`config.mk`:
```
export PLATFORM = sky130hd
export DESIGN_NAME = rv_decoder
export DESIGN_NICKNAME = d
export VERILOG_FILES = /design/src/rv_pkg.sv /design/src/rv_decoder.sv
export SDC_FILE = /design/constraint.sdc
export NUM_CORES = 1
export LEC_CHECK = 0
export BUFFER_PORTS_ARGS = -buffer_cell sky130_fd_sc_hd__buf_2
export CELL_PAD_IN_SITES_DETAIL_PLACEMENT = 2
export CELL_PAD_IN_SITES_GLOBAL_PLACEMENT = 2
export CORE_AREA = 2 2 91 93
export DETAILED_ROUTE_END_ITERATION = 7
export DIE_AREA = 0 0 93 95
export PLACE_DENSITY = 0.77
export SLEW_MARGIN = 20
export SYNTH_ARGS = -nofsm -noshare
export SYNTH_HDL_FRONTEND = slang
export SYNTH_SLANG_ARGS = --single-unit
```
`constraint.sdc`:
```
create_clock -name vclk -period 2.2
set_clock_uncertainty 0.1 [all_clocks]
set_input_delay 0.22 -clock vclk [all_inputs]
set_output_delay 0.22 -clock vclk [all_outputs]
set_load 0.05 [all_outputs]
```
`src/rv_pkg.sv`:
```
// rv64 core shared definitions
// widths, word types, opcode and funct encodings, immediate extraction
package rv_pkg;

  // datapath and instruction widths
  localparam int xlen         = 64;
  localparam int inst_width   = 32;
  localparam int reg_id_width = 5;

  typedef logic [xlen-1:0]         xword_t;
  typedef logic [inst_width-1:0]   inst_t;
  typedef logic [reg_id_width-1:0] reg_id_t;
  // one bit per byte of a 64-bit store
  typedef logic [xlen/8-1:0]       wmask_t;

  // major opcodes, inst[6:0]
  localparam logic [6:0] opc_op_imm = 7'b0010011;
  localparam logic [6:0] opc_auipc  = 7'b0010111;
  localparam logic [6:0] opc_jal    = 7'b1101111;
  localparam logic [6:0] opc_store  = 7'b0100011;
  localparam logic [6:0] opc_system = 7'b1110011;

  // funct3 in inst[14:12], funct12 in inst[31:20]
  localparam logic [2:0]  f3_addi    = 3'b000;
  localparam logic [2:0]  f3_sd      = 3'b011;
  localparam logic [11:0] f12_ebreak = 12'h001;

  // i-type, inst[31:20]
  function automatic xword_t imm_i(inst_t inst);
    return {{52{inst[31]}}, inst[31:20]};
  endfunction

  // s-type, split across inst[31:25] and inst[11:7]
  function automatic xword_t imm_s(inst_t inst);
    return {{52{inst[31]}}, inst[31:25], inst[11:7]};
  endfunction

  // u-type, upper 20 bits, low 12 cleared
  function automatic xword_t imm_u(inst_t inst);
    return {{32{inst[31]}}, inst[31:12], 12'b0};
  endfunction

  // j-type, scrambled offset with implicit zero lsb
  function automatic xword_t imm_j(inst_t inst);
    return {{43{inst[31]}}, inst[31], inst[19:12], inst[20], inst[30:21], 1'b0};
  endfunction

endpackage

```
`src/rv_decoder.sv`:
```
// rv64 instruction decoder
// splits a word into register indices, immediate and control flags
`timescale 1ns/1ps

module rv_decoder (
  input  rv_pkg::inst_t   inst,
  output rv_pkg::reg_id_t rd,
  output rv_pkg::reg_id_t rs1,
  output rv_pkg::reg_id_t rs2,
  output rv_pkg::xword_t  imm,
  output logic            need_imm,
  output logic            alu_add,
  output logic            is_ebreak,
  output logic            is_auipc,
  output logic            is_jal,
  output logic            reg_wen,
  output logic            mem_wen,
  output logic            inst_not_ipl,
  output rv_pkg::wmask_t  wmask
);
  import rv_pkg::*;

  // raw fields
  logic [6:0]  opcode;
  logic [2:0]  funct3;
  logic [11:0] funct12;

  // opcode hits
  logic op_imm;
  logic op_auipc;
  logic op_jal;
  logic op_store;
  logic op_system;

  // recognised instructions
  logic dec_nop;
  logic dec_addi;
  logic dec_auipc;
  logic dec_jal;
  logic dec_sd;
  logic dec_ebreak;

  assign opcode  = inst[6:0];
  assign funct3  = inst[14:12];
  assign funct12 = inst[31:20];

  assign op_imm    = (opcode == opc_op_imm);
  assign op_auipc  = (opcode == opc_auipc);
  assign op_jal    = (opcode == opc_jal);
  assign op_store  = (opcode == opc_store);
  assign op_system = (opcode == opc_system);

  // the all-zero word is treated as a nop, not an illegal opcode
  assign dec_nop    = (inst == '0);
  assign dec_addi   = op_imm & (funct3 == f3_addi);
  assign dec_auipc  = op_auipc;
  assign dec_jal    = op_jal;
  assign dec_sd     = op_store & (funct3 == f3_sd);
  assign dec_ebreak = op_system & (funct3 == 3'b000) & (funct12 == f12_ebreak);

  // register fields sit at fixed positions for every format
  assign rd  = inst[11:7];
  assign rs1 = inst[19:15];
  assign rs2 = inst[24:20];

  // immediate format chosen by instruction type
  always_comb begin
    imm = '0;
    if (op_imm) begin
      imm = imm_i(inst);
    end else if (dec_auipc) begin
      imm = imm_u(inst);
    end else if (dec_jal) begin
      imm = imm_j(inst);
    end else if (dec_sd) begin
      imm = imm_s(inst);
    end
  end

  // addi, auipc and sd address all go through the adder
  assign alu_add  = dec_addi | dec_auipc | dec_sd;
  // second operand is the immediate for every adder user here
  assign need_imm = dec_addi | dec_auipc | dec_sd;

  assign is_ebreak = dec_ebreak;
  assign is_auipc  = dec_auipc;
  assign is_jal    = dec_jal;

  // only instructions with a destination write the register file
  assign reg_wen = dec_addi | dec_auipc | dec_jal;
  assign mem_wen = dec_sd;
  // sd writes all eight bytes
  assign wmask   = dec_sd ? '1 : '0;

  // anything outside the six known encodings
  assign inst_not_ipl = ~(dec_nop | dec_addi | dec_auipc | dec_jal | dec_sd | dec_ebreak);

endmodule

```
==> impl_metrics.env <==
export IMPL_period_needed_ns=2.16
export IMPL_pre_cts_slack_ns=-0.0308
export IMPL_ys_seq_area_share_pct=0
export IMPL_wl_per_cell_um=13.8
export IMPL_ios=127
export IMPL_diodes=0
export IMPL_start_util_pct=12.5
export IMPL_holdPathStages=2
export IMPL_avgSynthCellArea_um2=7.23
export IMPL_synth_cell_types=28
export IMPL_drive_above_1_share_pct=74.7
export IMPL_leakage_nw=1.08
export IMPL_overflow=0
export IMPL_rows=33
export IMPL_ant_nets=0
export IMPL_dieArea_um2=8840
export IMPL_die_width_um=93
export IMPL_min_path_type="in2out"
export IMPL_cp_common_cell="buf_2"
export IMPL_vias=1268
export IMPL_slowest_stage="or3b_1"
export IMPL_synth_area_leaders="buf_4 42%, a21o_2 9.7%, a21o_1 6.8%"
export IMPL_fmaxAchievable_ghz=0.463
export IMPL_crit_chain="buf_2 -> or3b_1 -> or3_4 -> a31oi_4 -> buf_12 -> a21o_2 -> buf_2"
export IMPL_crit_arrival_ns=1.84
export IMPL_grt_max_degree=34
export IMPL_seq_area_um2=0
export IMPL_maxSlewViolCount=0
export IMPL_drt_iter0_markers=24
export IMPL_cap_viol_max_count=0
export IMPL_io_buffers=127
export IMPL_final_core_util_pct=20.1
export IMPL_setup_viol=0
export IMPL_seq_cells=0
export IMPL_final_nets=259
export IMPL_worstPathMaxFanout=11
export IMPL_die_y_um=95
export IMPL_grt_pass1_vias=1267
export IMPL_post_route_drc_count=0
export IMPL_synth_area_leader_cell="buf_4"
export IMPL_syn_area_um2=991
export IMPL_holdWs_ns=0.656
export IMPL_area_growth_pct=61.0
export IMPL_dr_pass1_iters=2
export IMPL_ctsHoldBuffers=0
export IMPL_grt_pass1_wl_um=6560
export IMPL_core_um2=7930
export IMPL_antenna_found_initial=0
export IMPL_hold_viol=0
export IMPL_hold_path_endpoint="rs1[3]"
export IMPL_worst_slew_pin_slew_ns=0.286
export IMPL_postRouteWirelength_um=4540
export IMPL_startpoint_type="input pin"
export IMPL_clock_buffers=0
export IMPL_vdd_drop_max_mv=0.0209
export IMPL_p_per_area_nw_per_um2=134
export IMPL_synthCells=137
export IMPL_max_stage_delay_ns=0.41
export IMPL_synthesis_nets=169
export IMPL_total_power_uw=214
export IMPL_critPathKind="in2out"
export IMPL_crit_required_ns=1.88
export IMPL_hp_start="inst[18]"
export IMPL_slew_headroom_pct=80.9
export IMPL_vias_per_cell=3.84
export IMPL_synth_top_area_share_pct=42.4
export IMPL_gr_usage_all_layers_pct=9.18
export IMPL_gp_congestion=0.659
export IMPL_setup_slack_ns=0.0388
export IMPL_run_status="finished clean"
export IMPL_hpwlAfterDp_um=3900
export IMPL_cp_end_kind="output port"
export IMPL_finalCritPeriodShare_pct=98.2
export IMPL_tns_ns=0
export IMPL_yosys_warnings=0
-- power breakdown --
| part | internal (mW) | leakage, nW | total (mW) | switching [mW] |
|---|---|---|---|---|
| clock network | 0 | 0 | 0 | 0 |
| logic | 0.0609 | 1.08 | 0.214 | 0.153 |
| registers | 0 | 0 | 0 | 0 |
-- logic make-up (layout without fill, tap and decap cells) --
logic type             after synthesis  in the layout  share of synthesized area [%]
buffers and inverters               64            152                           47.1
AOI/OAI and AO/OA                   34             34                           28.9
and+or+nand+nor                     39             39                           24.0
-- timing repair --
item / CTS / global route
buffers inserted: 1 / 4
endpoints found under the setup margin: 23 / 54
resized for setup: 10 / 10
-- per-layer routing --
| metal | vias up | share of wire, % | GRT usage, % |
|---|---|---|---|
| met4 | 0 | 0 | 0 |
| li1 | 605 | - | - |
| met2 | 88 | 49 | 18.2 |
| met1 | 575 | 41 | 11.3 |
| met5 | - | 0 | 0 |
| met3 | 0 | 9.6 | 0.878 |
-- stage by stage --
stage	instances	cell area, um2
6_report	330	1600
5_1_grt	330	1600
4_1_cts	326	1540
3_5_place_dp	325	1490
3_3_place_gp	325	1490
2_1_floorplan	137	1000
-- critical path, delay by kind of cell --
family / cells / cell delay [ns]
and+or+nand+nor: 2 / 0.80
buffers and inverters: 3 / 0.50
AOI/OAI and AO/OA: 2 / 0.30
-- placed cells by master, fill, tap and decap left out, types with 3 or more instances in the layout --
cell and n:
a21o_1 9, a21o_2 11, a22o_1 4, and2_1 9, buf_12 5, buf_2 109, buf_4 26, clkbuf_4 8
inv_1 3, nand2_1 4, nand3_1 4, nand4_1 3, nor3_1 3, nor4_1 5, o21ai_0 3
-- layout make-up --
type               count  area, um2
inverters              4       18.8
well taps            105        131
repair buffers       148        901
multi-input cells     73        544
fillers              982       6330
-- Yosys cell counts (all sizes together), types with 2 or more instances --
cell type / count
o21ai: 4
a22o: 4
buf: 59
nand4: 3
nand2: 4
o21a: 3
or3: 2
nand3: 4
and2: 9
nor4: 5
nor3: 4
a21o: 20
inv: 4
-- how the worst max path moves through the flow --
stage | from | cells after the start | slack, ns | end
after floorplan | inst[5] | 4 | 0.01 | imm[32]
after global placement | inst[5] | 7 | -0.02 | imm[28]
after detailed placement | inst[5] | 7 | -0.03 | imm[28]
after CTS | inst[5] | 9 | 0.004 | imm[12]
after global routing | inst[5] | 9 | -0.02 | imm[13]
final | inst[5] | 7 | 0.04 | imm[24]
Power figures use the tool's default switching activity.
