### src/rv_pkg.sv
// rv64 core shared definitions
// widths, word types, opcode and funct encodings, immediate extraction
package rv_pkg;

  // datapath and instruction widths
  localparam int xlen         = 64;
  localparam int inst_width   = 32;
  localparam int reg_id_width = 5;

  typedef logic [xlen-1:0]         xword_t;
  typedef logic [inst_width-1:0]   inst_t;
  typedef logic [reg_id_width-1:0] reg_id_t;
  // one bit per byte of a 64-bit store
  typedef logic [xlen/8-1:0]       wmask_t;

  // major opcodes, inst[6:0]
  localparam logic [6:0] opc_op_imm = 7'b0010011;
  localparam logic [6:0] opc_auipc  = 7'b0010111;
  localparam logic [6:0] opc_jal    = 7'b1101111;
  localparam logic [6:0] opc_store  = 7'b0100011;
  localparam logic [6:0] opc_system = 7'b1110011;

  // funct3 in inst[14:12], funct12 in inst[31:20]
  localparam logic [2:0]  f3_addi    = 3'b000;
  localparam logic [2:0]  f3_sd      = 3'b011;
  localparam logic [11:0] f12_ebreak = 12'h001;

  // i-type, inst[31:20]
  function automatic xword_t imm_i(inst_t inst);
    return {{52{inst[31]}}, inst[31:20]};
  endfunction

  // s-type, split across inst[31:25] and inst[11:7]
  function automatic xword_t imm_s(inst_t inst);
    return {{52{inst[31]}}, inst[31:25], inst[11:7]};
  endfunction

  // u-type, upper 20 bits, low 12 cleared
  function automatic xword_t imm_u(inst_t inst);
    return {{32{inst[31]}}, inst[31:12], 12'b0};
  endfunction

  // j-type, scrambled offset with implicit zero lsb
  function automatic xword_t imm_j(inst_t inst);
    return {{43{inst[31]}}, inst[31], inst[19:12], inst[20], inst[30:21], 1'b0};
  endfunction

endpackage

### src/rv_exec.sv
// execute stage, adder, jal link and target, writeback select
// also drives the store request and its back-pressure
`timescale 1ns/1ps

module rv_exec (
  input  logic           clk,
  input  logic           rst_n,
  input  rv_pkg::xword_t pc,
  input  rv_pkg::xword_t imm,
  input  rv_pkg::xword_t rs1_data,
  input  rv_pkg::xword_t rs2_data,
  input  logic           need_imm,
  input  logic           alu_add,
  input  logic           is_auipc,
  input  logic           is_jal,
  input  logic           reg_wen,
  input  logic           mem_wen,
  input  logic           inst_not_ipl,
  input  rv_pkg::wmask_t wmask,
  input  logic           fire,
  input  logic           inst_valid,
  input  logic           active,
  output logic           rf_wen,
  output rv_pkg::xword_t rf_wdata,
  output rv_pkg::xword_t next_pc,
  output logic           stall,
  output logic           mem_valid,
  output rv_pkg::xword_t mem_addr,
  output rv_pkg::xword_t mem_wdata,
  output rv_pkg::wmask_t mem_wmask,
  input  logic           mem_ready
);
  import rv_pkg::*;

  xword_t op_a;
  xword_t op_b;
  xword_t alu_res;
  xword_t pc_plus4;
  xword_t jal_target;

  // auipc adds to the pc, everything else to rs1
  assign op_a = is_auipc ? pc : rs1_data;
  assign op_b = need_imm ? imm : rs2_data;

  assign alu_res = alu_add ? (op_a + op_b) : '0;

  // sequential and jump targets
  assign pc_plus4   = pc + xword_t'(4);
  assign jal_target = pc + imm;
  assign next_pc    = is_jal ? jal_target : pc_plus4;

  // jal links the return address, others take the adder
  assign rf_wdata = is_jal ? pc_plus4 : alu_res;
  // write only on the handshake and never for an unknown word
  assign rf_wen   = reg_wen & fire & ~inst_not_ipl;

  // store is offered while the sd sits on the instruction port
  assign mem_valid = mem_wen & active & inst_valid;
  assign mem_addr  = alu_res;
  assign mem_wdata = rs2_data;
  assign mem_wmask = wmask;

  // hold the handshake until the store is taken
  assign stall = mem_wen & active & inst_valid & ~mem_ready;

  // a stalled store keeps its payload, relies on fetch and regfile holding
  a_store_stable: assert property (
    @(posedge clk) disable iff (!rst_n)
    (mem_valid && !mem_ready) ##1 mem_valid |-> $stable(mem_wdata) && $stable(mem_addr)
  );

endmodule

### config.mk
export PLATFORM = sky130hd
export DESIGN_NAME = rv_exec
export DESIGN_NICKNAME = d
export VERILOG_FILES = /design/src/rv_pkg.sv /design/src/rv_exec.sv
export SDC_FILE = /design/constraint.sdc
export NUM_CORES = 1
export LEC_CHECK = 0
export BUFFER_PORTS_ARGS = -buffer_cell sky130_fd_sc_hd__buf_4
export CELL_PAD_IN_SITES_DETAIL_PLACEMENT = 0
export CELL_PAD_IN_SITES_GLOBAL_PLACEMENT = 1
export CORE_AREA = 2 2 214 216
export DETAILED_ROUTE_END_ITERATION = 8
export DIE_AREA = 0 0 216 218
export GPL_TIMING_DRIVEN = 0
export PLACE_DENSITY_LB_ADDON = 0.1
export SYNTH_ARGS = -nofsm -noshare
export SYNTH_HDL_FRONTEND = slang
export SYNTH_SLANG_ARGS = --single-unit
### constraint.sdc
create_clock -name vclk -period 12
set_input_delay 3 -clock vclk [all_inputs]
set_output_delay 3 -clock vclk [all_outputs]
set_load 0.02 [all_outputs]
==> impl_metrics.ini, run 1 <==
[timing]
slew_violations = 0
fin_crit_ps = 11230
timing.final.crit_share_pct = 93.6
worst_pin_slew_ps = 1350
setup_tns_ps = 0
worst_slack_ps = 766
relSlewSlack_pct = 9.64
finalSetupViolCount = 0
fmax_mhz = 89.0
hold_ws_ps = 6200
hold_viol = 0
grt_setup_unrepaired = false

[synth]
yosysUniqueCellTypes = 68
synthCells = 1817
synth_top_area_share_pct = 13.3
ys_seq_area_share_pct = 0
synth_area_leaders = mux2_2 (13%), ha_1 (13%), a21oi_1 (8.6%), xnor2_1 (7.1%), nand2_1 (6.1%)
synth_nets = 2223
synthesis.area_mm2 = 0.0122
synth_top_area_cell = mux2_2
syn_area_per_cell_um2 = 6.69
synth_warnings = 0
yosysMostFrequentCell = a21oi_1
synthTopCellsByCount = a21oi_1 (210), nand2_1 (199), nor2_1 (177)

[route]
ant_nets = 0
initialDrtViolationCount = 991
highest_layer = met4
drc = 0
wl_met1_um = 29800
viasPerCell = 5.29
vias = 15608
wl_met3_um = 4260
first_pass_iters = 5
met2_length_um = 32500
drt_wl_total_um = 68700
wl_per_cell_um = 23.3

[grt]
grt_usage_pct = 27.4
overflow = 0
grt_pass1_wl_um = 98100
antenna_found_initial = 2
grt_pass1_vias = 15322
grt_start_max_net_pins = 11

[die]
start_util_pct = 27.1
core.rowCount = 78
die_x_um = 216
die_area_mm2 = 0.0471
core_area_mm2 = 0.0449
num_io_pins = 544
die_y_um = 218

[status]
status = finished clean

[finish]
fin_nets = 2756
nClkBuffers = 0
drive_above_1_share_pct = 33.3
multi_input_area_mm2 = 0.0110
numSequentialCells = 0
area_delta_synth_final_pct = 39.0
fin_area_mm2 = 0.0169
regArea_um2 = 0
nFillCells = 5029

[run]
timing.max_cap.violations = 0

[critical_path]
cp-end-kind = output pin
start_kind = input port
cp.arrival_ps = 8230
critical_path_class = input port to output pin
critPathMaxFanout = 10
cp_data_required_time_ps = 9000

[placement]
place_hpwl_um = 59100
placed_cell_area_mm2 = 0.0169
dp_slack_ps = 277
portBuffers = 531
gp_congestion = 0.921

[min_path]
hp-class = input port to output pin

[cts]
post_cts.repair.setup_buffers = 0
holdBufCountCts = 0
## layout by cell type (no fill, tap or decap), drive strengths merged, types with 4 or more instances in the layout
cell type,count
and3,18
buf,617
and4,7
a211o,5
a21boi,7
xnor2,99
a211oi,5
a21o,87
or3,4
a31o,9
o211ai,4
nand2,199
a31oi,14
o31ai,15
nor2,178
a21oi,212
nor2b,11
nor4,8
nand4,55
o221ai,4
o21ai,107
inv,45
a2111oi,5
a221oi,4
nand2b,10
a22o,10
clkbuf,89
mux2,144
mux2i,9
o21bai,32
o21a,10
nor3,20
ha,127
or2,5
xor2,77
nand3,38
and2,29
## final cells by class
cell class,count,area share (%)
antenna,1,0.0148
buffer,175,5.55
tap,600,4.44
timing repair buffer,531,23.6
multi-input combinational,1597,65.4
inverter,45,1.00
## kinds of logic after synthesis
group	synth area share, %
adders and majority gates	13.4
AOI/OAI and AO/OA	28.3
buffers and inverters	9.09
xor gates and xnor gates	12.7
muxes	14.1
and+or+nand+nor	22.5
## critical path: stages
cell and delay (ps):
clkbuf_2 500, buf_1 550, mux2i_1 400, inv_1 80
ha_1 280, nand3_1 130, a32oi_1 410, a31oi_2 280
a211oi_1 500, o21ai_1 180, a2111oi_0 780, o32ai_1 280
o21ai_1 220, xnor2_1 170, a21oi_1 130, a21oi_1 170
buf_4 170
## stage by stage
step	instances	utilization (%)
after global routing	2948	37.6
final	2949	37.6
after global placement	2948	37.6
after floorplan	1817	-
after CTS	2948	37.6
after detailed placement	2948	37.6
## what timing repair did
action                                 CTS  global route
setup endpoints to repair                0             2
gates resized for setup                  0             6
endpoints found under the hold margin    0             0
## layer usage
layer	track usage (%)	up-vias
met5	0	-
met4	7.74	0
met3	3.26	85
met2	47.4	615
met1	35.7	7367
li1	-	7541
## worst paths after layout
check | slack [ps] | startpoint | to | cells after the start
max | 770 | need_imm | rf_wdata[63] | 17
min | 6200 | wmask[6] | mem_wmask[6] | 2
==> run 2, diff against run 1 <==
PLACE_DENSITY = 0.72   (was unset)
PLACE_DENSITY_LB_ADDON = unset   (was 0.1)
==> run 2 against run 1 <==
Effect of this change: flip-flop and latch count stayed put; critical path depth unchanged; clock-buffer cell count did not move; utilization about the same; setup slack worse by 220 ps; largest cell class unchanged; cell area about the same; sequential share of layout area did not move; routed wire length up 1.8%; global-route usage is 0.32 points higher; maximum frequency shrank 1.9%.
==> impl_metrics.ini, run 2 (same netlist as run 1, synthesis figures left out) <==
[power]
p_clk_share_pct = 0
pwr-share-comb_pct = 100.0
power_density_mw_per_mm2 = 74.9
p_int_mw = 0.507
p_sw_mw = 0.759
p_seq_share_pct = 0
peakVddDrop_mv = 0.0342
switching_share_pct = 60.0
p_leak_nw = 7.96

[critical_path]
crit_buf_inv = 4
start_kind = input port
cp.arrival_ps = 8450
max_stage_delay_ps = 820
critPathSlowestCell = a2111oi_0
critical_path_class = input port to output pin
cp_data_required_time_ps = 9000
crit_start = is_auipc
cp-end-kind = output pin
path_cells = clkbuf_2 -> clkbuf_1 -> mux2_2 -> ha_1 -> clkbuf_1 -> nand4_1 -> or3_1 -> nand2b_1 -> a211oi_1 -> o21ai_1 -> a2111oi_0 -> o32ai_1 -> o21ai_1 -> xnor2_1 -> a21oi_1 -> a21oi_1 -> buf_4
crit_family = compound AO/OA/AOI/OAI gates
critPathMaxFanout = 10

[timing]
timing.final.crit_share_pct = 95.5
finalSetupViolCount = 0
fmax_mhz = 87.3
hold_viol = 0
setup_tns_ps = 0
fin_crit_ps = 11450
grt_setup_unrepaired = false
relSlewSlack_pct = 10.3
slew_violations = 0
worst_pin_slew_ps = 1350

[route]
drc = 0
first_pass_iters = 5
vias = 15769
initialDrtViolationCount = 1091
viasPerCell = 5.35
wl_per_cell_um = 23.7
drt_wl_total_um = 69900
ant_nets = 0

[finish]
fin_nets = 2756
final_common_cell = buf_4
final_cell_mix = buf_4 (604), a21oi_1 (210), nand2_1 (199)
fin_area_mm2 = 0.0169
num_antenna_cells = 0
nFillCells = 4977
area_delta_synth_final_pct = 39.0
numSequentialCells = 0
drive_above_1_share_pct = 33.3
nClkBuffers = 0
regArea_um2 = 0

[die]
die_y_um = 218
num_io_pins = 544
core_area_mm2 = 0.0449
core.rowCount = 78
die_area_mm2 = 0.0471
die_x_um = 216
start_util_pct = 27.1

[cts]
post_cts.repair.setup_buffers = 0
holdBufCountCts = 0
ctsResizeCount = 0

[run]
timing.max_cap.violations = 0

[placement]
portBuffers = 531
place_hpwl_um = 59800
placed_cell_area_mm2 = 0.0169
gp_congestion = 0.965

[min_path]
holdPathEnd = mem_wmask[0]
hold_depth = 2
hp-class = input port to output pin
hold_start = wmask[0]

[grt]
grt_pass1_vias = 15324
grt_usage_pct = 27.7
overflow = 0
grt_pass1_wl_um = 99000
grt_start_max_net_pins = 11
antenna_found_initial = 0

[status]
status = finished clean
-- run 2: cell types whose count changed in the layout (fill, tap and decap cells not counted) --
cell / change
diode_2: -1
-- run 2: cell type report --
class	instances	area, um2	area share (%)
Timing Repair Buffer	531	3990	23.6
Multi-Input combinational cell	1597	11000	65.4
Buffer	175	938	5.55
Inverter	45	169	1.00
Tap cell	600	751	4.44
-- run 2: worst max path at each step --
stage | end | slack, ps | cells after the start
floorplan | rf_wdata[57] | 2150 | 16
global placement | rf_wdata[63] | 140 | 17
detailed placement | rf_wdata[63] | 270 | 17
CTS | rf_wdata[63] | 230 | 17
global route | rf_wdata[63] | 280 | 17
finish | rf_wdata[63] | 550 | 17
-- run 2: power by group through the flow --
| stage | registers, mW | clock network, mW | logic (mW) |
|---|---|---|---|
| 2_1_floorplan | 0 | 0 | 0.747 |
| 3_3_place_gp | 0 | 0 | 1.25 |
| 3_5_place_dp | 0 | 0 | 1.25 |
| 4_1_cts | 0 | 0 | 1.26 |
| 5_1_grt | 0 | 0 | 1.35 |
| 6_report | 0 | 0 | 1.27 |
-- run 2: through the flow --
step	util (%)	total power, mW	worst slack, ps	hold slack (ps)	cells
floorplan	-	0.747	2150	6080	1817
detailed placement	37.6	1.25	274	6200	2948
global placement	37.6	1.25	140	6200	2948
CTS	37.6	1.26	231	6200	2948
finish	37.6	1.27	545	6200	2948
global route	37.6	1.35	278	6200	2948
-- run 2: per-layer routing --
layer	global-route usage (%)	vias to the layer above	wire, um
met2	48.1	673	33000
met5	0	-	0
met1	36.9	7498	31000
met4	6.00	0	1700
li1	-	7534	-
met3	2.82	64	4210
Power figures use the tool's default switching activity.
