==> src/rv_pkg.sv <==
// rv64 core shared definitions
// widths, word types, opcode and funct encodings, immediate extraction
package rv_pkg;

  // datapath and instruction widths
  localparam int xlen         = 64;
  localparam int inst_width   = 32;
  localparam int reg_id_width = 5;

  typedef logic [xlen-1:0]         xword_t;
  typedef logic [inst_width-1:0]   inst_t;
  typedef logic [reg_id_width-1:0] reg_id_t;
  // one bit per byte of a 64-bit store
  typedef logic [xlen/8-1:0]       wmask_t;

  // major opcodes, inst[6:0]
  localparam logic [6:0] opc_op_imm = 7'b0010011;
  localparam logic [6:0] opc_auipc  = 7'b0010111;
  localparam logic [6:0] opc_jal    = 7'b1101111;
  localparam logic [6:0] opc_store  = 7'b0100011;
  localparam logic [6:0] opc_system = 7'b1110011;

  // funct3 in inst[14:12], funct12 in inst[31:20]
  localparam logic [2:0]  f3_addi    = 3'b000;
  localparam logic [2:0]  f3_sd      = 3'b011;
  localparam logic [11:0] f12_ebreak = 12'h001;

  // i-type, inst[31:20]
  function automatic xword_t imm_i(inst_t inst);
    return {{52{inst[31]}}, inst[31:20]};
  endfunction

  // s-type, split across inst[31:25] and inst[11:7]
  function automatic xword_t imm_s(inst_t inst);
    return {{52{inst[31]}}, inst[31:25], inst[11:7]};
  endfunction

  // u-type, upper 20 bits, low 12 cleared
  function automatic xword_t imm_u(inst_t inst);
    return {{32{inst[31]}}, inst[31:12], 12'b0};
  endfunction

  // j-type, scrambled offset with implicit zero lsb
  function automatic xword_t imm_j(inst_t inst);
    return {{43{inst[31]}}, inst[31], inst[19:12], inst[20], inst[30:21], 1'b0};
  endfunction

endpackage

==> src/rv_fetch.sv <==
// fetch stage, owns the pc and the instruction handshake
// stops for good after ebreak or an unimplemented word
`timescale 1ns/1ps

module rv_fetch #(
  parameter rv_pkg::xword_t reset_pc = '0
) (
  input  logic           clk,
  input  logic           rst_n,
  output rv_pkg::xword_t pc,
  input  logic           inst_valid,
  output logic           inst_ready,
  input  logic           stall,
  input  rv_pkg::xword_t next_pc,
  input  logic           is_ebreak,
  input  logic           inst_not_ipl,
  output logic           active,
  output logic           fire,
  output logic           halted,
  output logic           bad_inst
);
  import rv_pkg::*;

  xword_t pc_q;
  // low during reset and in the cycle after, keeps ready off until then
  logic   run_q;
  logic   halted_q;
  logic   bad_q;

  always_ff @(posedge clk) begin
    if (!rst_n) begin
      pc_q     <= reset_pc;
      run_q    <= 1'b0;
      halted_q <= 1'b0;
      bad_q    <= 1'b0;
    end else begin
      run_q <= 1'b1;
      // every architectural update happens on the handshake edge
      if (fire) begin
        pc_q     <= next_pc;
        halted_q <= is_ebreak;
        bad_q    <= inst_not_ipl;
      end
    end
  end

  // running and not stopped
  assign active = run_q & ~halted_q & ~bad_q;

  // a pending store holds the handshake off
  assign inst_ready = active & ~stall;
  assign fire       = inst_ready & inst_valid;

  assign pc       = pc_q;
  assign halted   = halted_q;
  assign bad_inst = bad_q;

  // jal targets and reset_pc must keep the pc on a word boundary
  a_pc_aligned: assert property (
    @(posedge clk) disable iff (!rst_n)
    pc_q[1:0] == 2'b00
  );

endmodule

==> config.mk <==
export PLATFORM = sky130hd
export DESIGN_NAME = rv_fetch
export DESIGN_NICKNAME = d
export VERILOG_FILES = /design/src/rv_pkg.sv /design/src/rv_fetch.sv
export SDC_FILE = /design/constraint.sdc
export NUM_CORES = 1
export LEC_CHECK = 0
export ABC_AREA = 1
export BUFFER_PORTS_ARGS = -buffer_cell sky130_fd_sc_hd__buf_2
export CELL_PAD_IN_SITES_DETAIL_PLACEMENT = 0
export CELL_PAD_IN_SITES_GLOBAL_PLACEMENT = 2
export CORE_MARGIN = 1.5
export CORE_UTILIZATION = 24
export CTS_CLUSTER_SIZE = 8
export DETAILED_ROUTE_END_ITERATION = 10
export PLACE_DENSITY_LB_ADDON = 0.1
export SLEW_MARGIN = 10
export SYNTH_ARGS = -nofsm -noshare
export SYNTH_HDL_FRONTEND = slang
export SYNTH_SLANG_ARGS = --single-unit
==> constraint.sdc <==
create_clock -name clk -period 2.6 [get_ports clk]
set_input_delay 0.39 -clock clk [delete_from_list [all_inputs] [get_ports clk]]
set_output_delay 0.39 -clock clk [all_outputs]
set_load 0.005 [all_outputs]
==> impl_summary.md, run 1 <==
Run status
The flow ran to the end, and the final reports show no timing, DRC or antenna violations.

Timing
Across the routed clock network, the largest skew measured is 0.00489 ns. Based on the critical path, the design can be clocked at up to 0.578 GHz. Adding up every negative setup slack in the final design gives 0 ns. Setup violations remaining at the end of the flow were counted as 0. The share of the clock period used by the worst path is 66.5%. The routed design could run at a clock period as short as 1.73 ns. Setup repair after global routing left no endpoint under its margin. The worst slew margin relative to its limit is 77.0%. For the pin with the worst max-slew slack, the measured transition is 0.345 ns.

The final-report max-slew violation count is 0. The final-report hold violation count was 0.

Route
The remaining antenna violation count after routing is 0. Summing over every cut layer, the via total after detailed routing is 2657. The violation count after the first detailed-routing iteration is 154. In the final routing, the length of wire on met1 measures 3.21 mm. The final wirelength is 7.22 mm. Dividing the detail-routed wire length by the instance count gives 10.3 µm. In this run the top signal layer used is met4. In the routed layout, each cell is associated on average with a via count of 3.77. Detailed routing placed a total of 618 µm of wire on met3. Detailed routing placed a total of 3.29 mm of wire on met2. The first detailed-routing pass took 4 iterations. In the routed design, unresolved DRC markers number 0.

Global routing
The number of antenna violations at the first check in global routing was 0. Global routing consumed, over all layers together, 12.6% of the routing resources. The remaining global-route overflow is 0.

The pin count of the biggest net entering global routing is 65. The wire length of the first global-routing pass is 11.5 mm. The via count of the first global-routing pass is 2456.

Yosys
By instance count, the leading cell after synthesis is sky130_fd_sc_hd__nor2_1. The number of warnings issued by yosys is 0. Counting instances in the post-synthesis netlist gives the leading cell types as sky130_fd_sc_hd__nor2_1 (134), sky130_fd_sc_hd__nand2_1 (131), sky130_fd_sc_hd__inv_1 (70), sky130_fd_sc_hd__dfxtp_1 (67), sky130_fd_sc_hd__clkbuf_1 (9). The most used flip-flop cell after synthesis is sky130_fd_sc_hd__dfxtp_1. For this run, the register share of the synthesized area comes to 49.3%.

The count of mapped cells out of synthesis is 425. A synthesized cell averages 6.40 µm². The proportion of register bits with asynchronous set or reset after synthesis is 0%.

The number of nets handed over by synthesis was 495. The synthesized area is 0.00272 mm². The count of flip-flops with a built-in enable after synthesis is 0. The number of different library cells in the post-synthesis netlist is 10. Ranked by total cell area, the synthesized netlist is headed by sky130_fd_sc_hd__dfxtp_1 (49%), sky130_fd_sc_hd__nor2_1 (18%), sky130_fd_sc_hd__nand2_1 (18%). sky130_fd_sc_hd__dfxtp_1 takes more of the synthesized area than any other cell.

The area share of the leading cell type in the synthesized netlist is 49.3%. The number of storage elements in the synthesis netlist is 67.

CTS
The H-tree generated during clock tree synthesis spans 3 levels. The number of buffers on the longest clock path is 2. The setup fix buffers added after clock tree synthesis is 0. At the later pin of the worst-skew pair, clock insertion delay measures 0.33 ns. The cell chosen for the clock root is sky130_fd_sc_hd__clkbuf_16.

CTS saw 67 sinks. TritonCTS created 9 clock buffers. The CTS clock-pin slew for the worst setup and hold paths is 0.06 ns. Post-CTS repair changed the size of 0 cells. Hold repair after CTS inserted 0 buffers.

The CTS tree is done.

Cells and area
Once layout is complete, the cells apart from fillers number 704. Compared with the post-synthesis result, the final layout area differs by 41.2%. The repair_antennas step left the layout with diodes totalling 0.

The share of post-route cells with drive strength above 1 is 28.4%. Counting the fill cells in the layout gives 1227. After the last flow step, the layout net total stands at 629.

Placement
The count of input and output buffers is 138. Once detailed placement completed, the half-perimeter wirelength came to 5.00 mm. Counting tap cells, the placed design contains a total of 688 instances. Routability-driven placement finished with a final weighted congestion of 0.722.

Critical path
The arrival time at the worst endpoint is 1.34 ns. The critical-path maximum fanout is 16. STA classifies the critical path endpoint as a primary output. For the worst setup path, the data required time is 2.21 ns. The worst setup path is launched from a flip-flop. By startpoint and endpoint, the worst setup path is classified as flip-flop to primary output.

Die
139 I/O pins were placed. The die area is 0.0120 mm². The count of standard-cell rows is 38. The region available for standard cell placement spans 0.0109 mm². The chip height is 109 µm. For this configuration, the core starts out at a cell density of 24.9%. The die extent in x is 109 µm.

Hold path
The path class of the tightest hold or removal check is input pin to flip-flop.

Power
The areal power density over the cells is 669 mW/mm². For this design the static power due to leakage is 2.35 nW. VDD sags by at most 0.000367 V.

Run
The tool flagged a number of max-cap violations equal to 0.
kinds of logic after synthesis:
family / Yosys count / synth area share [%]
DFF: 67 / 49.3
buffers and inverters: 91 / 13.5
and+or+nand+nor: 267 / 37.2
path summary, 6_finish.rpt:
| check | slack [ns] | start | endpoint | cells past startpoint |
|---|---|---|---|---|
| max | 0.87 | bad_inst | fire | 4 |
| min | 0.28 | next_pc[2] | pc[2] | 3 |
| max reg2reg | 1.19 | bad_inst | pc[19] | 6 |
| min reg2reg | 0.51 | pc[40] | pc[40] | 4 |
stage by stage:
stage	hold WS (ns)	power, W	utilization [%]	setup WS [ns]	area, µm²
2_1_floorplan	0.418	0.00128	-	1.22	2720
3_3_place_gp	0.494	0.00142	32.5	1.10	3550
3_5_place_dp	0.496	0.00142	32.5	1.08	3550
4_1_cts	0.270	0.00263	35.1	0.800	3840
5_1_grt	0.278	0.00272	35.1	0.715	3840
6_report	0.279	0.00257	35.1	0.871	3840
worst max-delay path, stage by stage (launching register included):
cell and delay (ns):
sky130_fd_sc_hd__dfxtp_1 0.32, sky130_fd_sc_hd__nor2_2 0.19, sky130_fd_sc_hd__nand4_4 0.27, sky130_fd_sc_hd__inv_1 0.11, sky130_fd_sc_hd__buf_2 0.11
state kept, by name, indices dropped and copies added, names as in the netlist:
signal and cells:
bad_inst 1, pc 64, run_q 1, halted 1
report_power, final:
group	switching, W	total (W)	internal [W]
Combinational	0.000154	0.000284	0.000130
Clock	0.000428	0.00118	0.000749
Sequential	0.0000261	0.00111	0.00109
placed cells by master, fill, tap and decap left out, drive strengths merged:
cell / n
buf: 144
nor2: 135
nand2: 131
inv: 70
dfxtp: 67
clkbuf: 15
nand4: 1
clkinv: 1
final cells by class:
cell class                      count  area [µm²]  share of cell area (%)
Sequential cell                    67        1340                    34.9
Multi-Input combinational cell    267        1020                    26.6
Timing Repair Buffer              144         748                    19.5
Clock buffer                       15         288                    7.49
Inverter                           70         263                    6.84
Tap cell                          140         175                    4.56
Clock inverter                      1        5.00                   0.130
metal layers:
| metal | up-vias | track usage [%] |
|---|---|---|
| met4 | 0 | 5.29 |
| met5 | - | 0 |
| met2 | 83 | 20.2 |
| met3 | 9 | 4.98 |
| li1 | 1460 | - |
| met1 | 1105 | 14.8 |
Note: power is estimated with default switching activity, not from simulation.
==> run 2, diff against run 1 <==
--- a/config.mk
+++ b/config.mk
@@ -10,7 +10,7 @@
 export CELL_PAD_IN_SITES_DETAIL_PLACEMENT = 0
 export CELL_PAD_IN_SITES_GLOBAL_PLACEMENT = 2
 export CORE_MARGIN = 1.5
-export CORE_UTILIZATION = 24
+export CORE_UTILIZATION = 22
 export CTS_CLUSTER_SIZE = 8
 export DETAILED_ROUTE_END_ITERATION = 10
 export PLACE_DENSITY_LB_ADDON = 0.1
==> constraint.sdc (replaced) <==
create_clock -name clk -period 1.8 [get_ports clk]
set_input_delay 0.27 -clock clk [delete_from_list [all_inputs] [get_ports clk]]
set_output_delay 0.27 -clock clk [all_outputs]
set_load 0.005 [all_outputs]
==> run 2 against run 1 <==
Against the previous run: non-clock buffer count shrank 3; core utilization shrank 3.1 points; power grew 42%; highest routed layer unchanged.
==> impl_summary.md, run 2 (synthesized netlist as in run 1, its figures left out) <==
Run status
The run finished with clean final reports.

Placement
The detailed placer's ending HPWL is 4.83 mm. The count of input and output buffers is 138. Routability-driven placement finished with a final weighted congestion of 0.647.

Cells and area
The share of post-route cells with drive strength above 1 is 27.8%. The antenna diode instance count is 0. For this run, the share of the core covered by cells in the final layout is 32.0%.

The number of filler instances in the final layout is 1405. The top cell types in the final layout, fill and taps aside, are sky130_fd_sc_hd__buf_2 (138), sky130_fd_sc_hd__nor2_1 (134), sky130_fd_sc_hd__nand2_1 (131). The most common library cell in the layout ignoring fill and taps is sky130_fd_sc_hd__buf_2.

The final net count is 626. The register with the most flip-flops in the layout has 64 of them. The layout-stage area growth over the synthesis result is 41.9%.

CTS
The clock tree synthesis step divided the H-tree into 3 levels. The number of buffers on the longest clock path is 2. The tree is rooted in a sky130_fd_sc_hd__clkbuf_16. The count of instances resized after the clock tree is built is 0. After clock tree synthesis, the setup repair step added 0 buffers. The CTS tree is done. The clock insertion delay at the later pin of the skew report is 0.33 ns. After clock tree synthesis, the clock-pin slew on the worst setup and hold paths is 0.05 ns. The clock sink total is 67.

The number of clock buffers inserted by TritonCTS is 9. The cts-stage hold buffer count is 0.

Timing
The worst clock skew on the final layout is 0.00323 ns. The worst slew margin relative to its limit is 78.2%. Counting I/O delays and the setup requirement, the final critical path takes 1.64 ns. For this run, the top clock speed supported by timing is 0.611 GHz. The count of final setup violators is 0. The transition time of the tightest slew-check pin is 0.327 ns. The final-report hold violation count is 0.

Setup repair after global routing left no endpoint under its margin. The final-report max-slew violation count is 0. In the final timing run, aggregate negative setup slack is 0 ns. The share of the clock period used by the worst path is 90.9%.

Power
For this design the static power due to leakage is 2.34 nW. Summed over all nets, the switching power comes to 0.000882 W. Dividing total power by cell area gives a power density of 943 mW/mm². In this run, the combinational gates consume 11.3% of the power. The switching power as a share of total power is 24.2%. Per report_power, the sequential group accounts for 44.1% of the total. The portion of total power attributed to the clock network is 44.6%. IR analysis of the VDD net gives a maximum drop of 0.000253 V.

The internal cell power is 0.00276 W.

Die
Row generation in the floorplan step produced 40 rows. The die area is 0.0130 mm². The chip height is 114 µm. The I/O pin count is 139. The initial utilization of the core area, before any placement, comes to 22.6%. The die extent in x is 114 µm. The placeable core region is 0.0121 mm².

Critical path
The worst setup path is captured at a primary output. STA classifies the critical path startpoint as a flip-flop. The worst register-to-register path begins at bad_inst. Data on the critical path is required at its endpoint by 1.53 ns. The most critical setup path has its startpoint at bad_inst.

By startpoint and endpoint, the worst setup path is classified as flip-flop to primary output. In this run the register-to-register setup slack is 0.62 ns. At the worst endpoint, the arrival time is 1.37 ns. The critical-path maximum fanout is 61.

Route
The DRC violations left is 0. The number of vias after detailed routing is 2649. The via-per-instance ratio is 3.63. The remaining antenna violation count after routing is 0. The pre-antenna-repair detailed-routing pass consisted of 4 iterations. The detailed-route wire length per cell is 10.1 µm. Wires add up to 7.35 mm.

For this block, the initial DRC count from the detailed router was 75.

Global routing
In the global route stage, overall resource usage came out at 11.7%. The pin count of the biggest net entering global routing is 72. The remaining global-route overflow is 0. The via count of the first global-routing pass came to 2386. The wire length of the first global-routing pass is 11.6 mm. The number of antenna violations at the first check in global routing is 0.

Run
The number of violations of the max-capacitance limit is 0.

Hold path
The hold path startpoint is next_pc[12]. The worst hold-check path type is input pin to flip-flop.
## run 2: cell types whose count changed in the layout (fill, tap and decap cells not counted)
cell,change
sky130_fd_sc_hd__buf_4,-5
sky130_fd_sc_hd__clkbuf_8,-2
sky130_fd_sc_hd__buf_12,+2
sky130_fd_sc_hd__clkbuf_1,+1
sky130_fd_sc_hd__clkinv_2,+1
## run 2: worst max-delay path: stages, from the launching register on
cell and delay (ns):
sky130_fd_sc_hd__dfxtp_1 0.32, sky130_fd_sc_hd__nor2_2 0.17, sky130_fd_sc_hd__nand4_4 0.13, sky130_fd_sc_hd__buf_12 0.22
sky130_fd_sc_hd__inv_1 0.07, sky130_fd_sc_hd__buf_2 0.10
## run 2: layout make-up
| cell class | instances | area, µm² | share of cell area [%] |
|---|---|---|---|
| sequential | 67 | 1340 | 34.7 |
| clock inverter | 2 | 10.0 | 0.259 |
| tap | 168 | 210 | 5.44 |
| timing repair buffer | 141 | 751 | 19.4 |
| multi-input combinational | 267 | 1020 | 26.5 |
| clock buffer | 14 | 264 | 6.84 |
| inverter | 70 | 263 | 6.80 |
## run 2: metrics by stage
step / area, µm² / cells / setup WS, ns / power [W] / hold slack (ns)
floorplan: 2720 / 425 / 0.538 / 0.00185 / 0.298
global placement: 3590 / 713 / 0.491 / 0.00205 / 0.492
detailed placement: 3590 / 713 / 0.491 / 0.00206 / 0.497
CTS: 3860 / 729 / 0.121 / 0.00375 / 0.142
global route: 3860 / 729 / 0.0599 / 0.00388 / 0.153
finish: 3860 / 729 / 0.163 / 0.00364 / 0.162
## run 2: final timing paths
check / cells past startpoint / endpoint
worst max-delay path: 5 / fire
worst max register to register: 5 / pc[34]
worst min register to register: 4 / pc[53]
worst min-delay path: 3 / pc[12]
## run 2: power by group through the flow
stage,Clock (W),Sequential (W),Combinational [W]
3_5_place_dp,0,0.00164,0.000420
3_3_place_gp,0,0.00164,0.000416
4_1_cts,0.00172,0.00161,0.000422
6_report,0.00163,0.00161,0.000412
2_1_floorplan,0,0.00165,0.000203
5_1_grt,0.00178,0.00162,0.000480
## run 2: per-layer routing
layer  global-route usage (%)  share of wire [%]  up-vias
met5                        0                  0        -
met4                     7.25                2.3        0
met3                     4.24                7.8       11
met2                     17.9                 45       77
met1                     13.9                 45     1101
li1                         -                  -     1460
==> run 3, diff against run 2 <==
==> constraint.sdc (replaced) <==
create_clock -name clk -period 1.8 [get_ports clk]
set_input_delay 0.27 -clock clk [delete_from_list [all_inputs] [get_ports clk]]
set_output_delay 0.27 -clock clk [all_outputs]
set_load 0.05 [all_outputs]
==> run 3 against run 2 <==
Against the previous run: core utilization shrank 0.17 points; critical endpoint unchanged; hold slack got worse by 0.0010 ns; critical path depth fell by 1; count of clock-buffer cells in the layout is the same; highest routed layer unchanged; fmax increased by 3.6%; final area is 0.52% lower; worst setup slack better by 0.058 ns.
==> impl_summary.md, run 3 (synthesized netlist as in run 1, its figures left out) <==
CTS
The clock insertion delay at the later pin of the skew report is 0.33 ns. The number of clock buffers added by TritonCTS is 9. Once the clock tree was built, the setup fixing pass inserted 0 buffers. The count of instances resized after the clock tree is built is 0. The number of hold buffers added after CTS was 0. The CTS tree is done. Clock tree synthesis found a total of 67 sinks. The CTS clock-pin slew for the worst setup and hold paths is 0.05 ns. The cell chosen for the clock root is sky130_fd_sc_hd__clkbuf_16. The clock passes through at most 2 buffers. The clock tree synthesis step divided the H-tree into 3 levels.

Run status
The run finished with clean final reports.

Cells and area
The finished layout cell area is 0.00384 mm². Cells fill 31.8% of the core in the end. The most common library cell in the layout ignoring fill and taps is sky130_fd_sc_hd__buf_2. The share of post-route cells with drive strength above 1 is 27.6%. The antenna diode instance count is 0.

From synthesis to final layout, the design area changed by 41.1%. In the layout the commonest cells are sky130_fd_sc_hd__buf_2 (138), sky130_fd_sc_hd__nor2_1 (134), sky130_fd_sc_hd__nand2_1 (131). The flip-flop count of the largest register after layout is 64.

At the end of the flow, the number of nets in the layout was 629.

Route
The number of vias after detailed routing is 2653. The final layout contains routed wiring with a total length of 7.35 mm. For this run, design rule violations remaining after detail routing come to 0.

The remaining antenna violation count after routing is 0. The number of optimization iterations in the first detailed-route pass is 4. The detailed-route wire length per cell is 10.1 µm. In the routed layout, each cell is associated on average with a via count of 3.63. The violation count after the first detailed-routing iteration is 102.

Timing
Setup repair after global routing left no endpoint under its margin. For the final database, setup skew stands at 0.00416 ns. The final-report hold violation count is 0. The worst path in the final design needs a cycle of 1.58 ns, including I/O delays and setup. The share of the clock period used by the worst path is 87.7%. Final hold analysis gives a worst-case slack of 0.161 ns. The transition time of the tightest slew-check pin is 0.407 ns. The total negative slack is 0 ns. The final-report max-slew violation count is 0. The count of final setup violators is 0. Based on the critical path, the design can be clocked at up to 0.633 GHz. The worst slew margin relative to its limit is 72.9%.

Global routing
The via count of the first global-routing pass came to 2376. The first global-routing pass estimated 11.7 mm of wire. The remaining global-route overflow is 0. The all-layer global routing usage is 11.8%. The number of antenna violations at the first check in global routing is 0.

The pin count of the biggest net entering global routing is 95.

Hold path
The hold path endpoint is pc[18]. The worst hold-check path type is input pin to flip-flop. The hold path startpoint is next_pc[18]. The hold path depth is 3.

Critical path
The arrival time at the worst endpoint is 1.31 ns. At the worst endpoint, the required time is 1.53 ns. The worst register-to-register path has a setup slack of 0.56 ns. Of all nets on the critical path, the largest fanout is 4. The category of the most critical setup path is flip-flop to primary output. In this run the critical register-to-register path is captured at pc[22]. STA classifies the critical path endpoint as a primary output. The number of cells on the worst reg-to-reg path is 5. The worst register-to-register path begins at bad_inst. The element type at the critical path start is a flip-flop.

Power
The internal portion of the total power is 0.00268 W. In this run, the clock network consumes 39.4% of the power. The areal power density over the cells is 993 mW/mm².

The sequential group share of total power is 42.1%. Of the total power, the share spent switching nets is 29.7%. Across the VDD grid, the largest voltage drop is 0.000391 V. Summed over all cells, the static leakage comes to 2.32 nW. Of the total power, combinational logic draws 18.5%.

Summed over all nets, the switching power comes to 0.00113 W.

Placement
The congestion estimate from routability-driven global placement came to 0.661. In this run the cell area measured after placement is 0.00360 mm². The count of input and output buffers is 138. The HPWL after detailed placement is 5.07 mm.

Die
The initial cell density of the core is 22.6%. From left edge to right edge, the die measures 114 µm. The chip height is 114 µm. The I/O pin count is 139.

The placeable core region is 0.0121 mm². The count of standard-cell rows is 40. The die area is 0.0130 mm².

Run
The tool flagged a number of max-cap violations equal to 0.
## run 3: worst max-delay path: stages (launching register included)
cell                      delay (ns)
sky130_fd_sc_hd__dfxtp_1        0.32
sky130_fd_sc_hd__nor2_2         0.17
sky130_fd_sc_hd__nand4_4        0.13
sky130_fd_sc_hd__inv_1          0.07
sky130_fd_sc_hd__buf_2          0.28
## run 3: power by group through the flow
stage	Combinational [W]	Clock (W)	Sequential [W]
after CTS	0.000717	0.00160	0.00160
after global placement	0.000712	0	0.00163
after detailed placement	0.000715	0	0.00164
final	0.000706	0.00150	0.00160
after floorplan	0.000218	0	0.00192
after global routing	0.000775	0.00166	0.00161
## run 3: worst max path at each step
stage	start	endpoint	slack, ns	cells past startpoint
2_1_floorplan	bad_inst	fire	0.05	5
3_3_place_gp	bad_inst	fire	0.53	4
3_5_place_dp	stall	pc[39]	0.52	7
4_1_cts	bad_inst	fire	0.17	4
5_1_grt	bad_inst	fire	0.13	4
6_report	bad_inst	fire	0.22	4
## run 3: final cells by class
type | count | area, µm²
Timing Repair Buffer | 144 | 761
Tap cell | 168 | 210
Multi-Input combinational cell | 267 | 1020
Clock buffer | 14 | 244
Sequential cell | 67 | 1340
Inverter | 70 | 263
Fill cell | 1367 | 8220
## run 3: per-stage QoR
step / setup slack (ns) / power [W] / std cells
2_1_floorplan: 0.0523 / 0.00214 / 425
3_3_place_gp: 0.526 / 0.00235 / 716
3_5_place_dp: 0.523 / 0.00235 / 716
5_1_grt: 0.131 / 0.00405 / 730
6_report: 0.221 / 0.00381 / 730
4_1_cts: 0.168 / 0.00392 / 730
## run 3: per-layer routing
metal,wire (µm),up-vias,track usage (%)
li1,-,1461,-
met1,3340,1102,14.5
met2,3310,81,18.4
met3,561,9,3.81
met4,146,0,6.50
met5,0,-,0
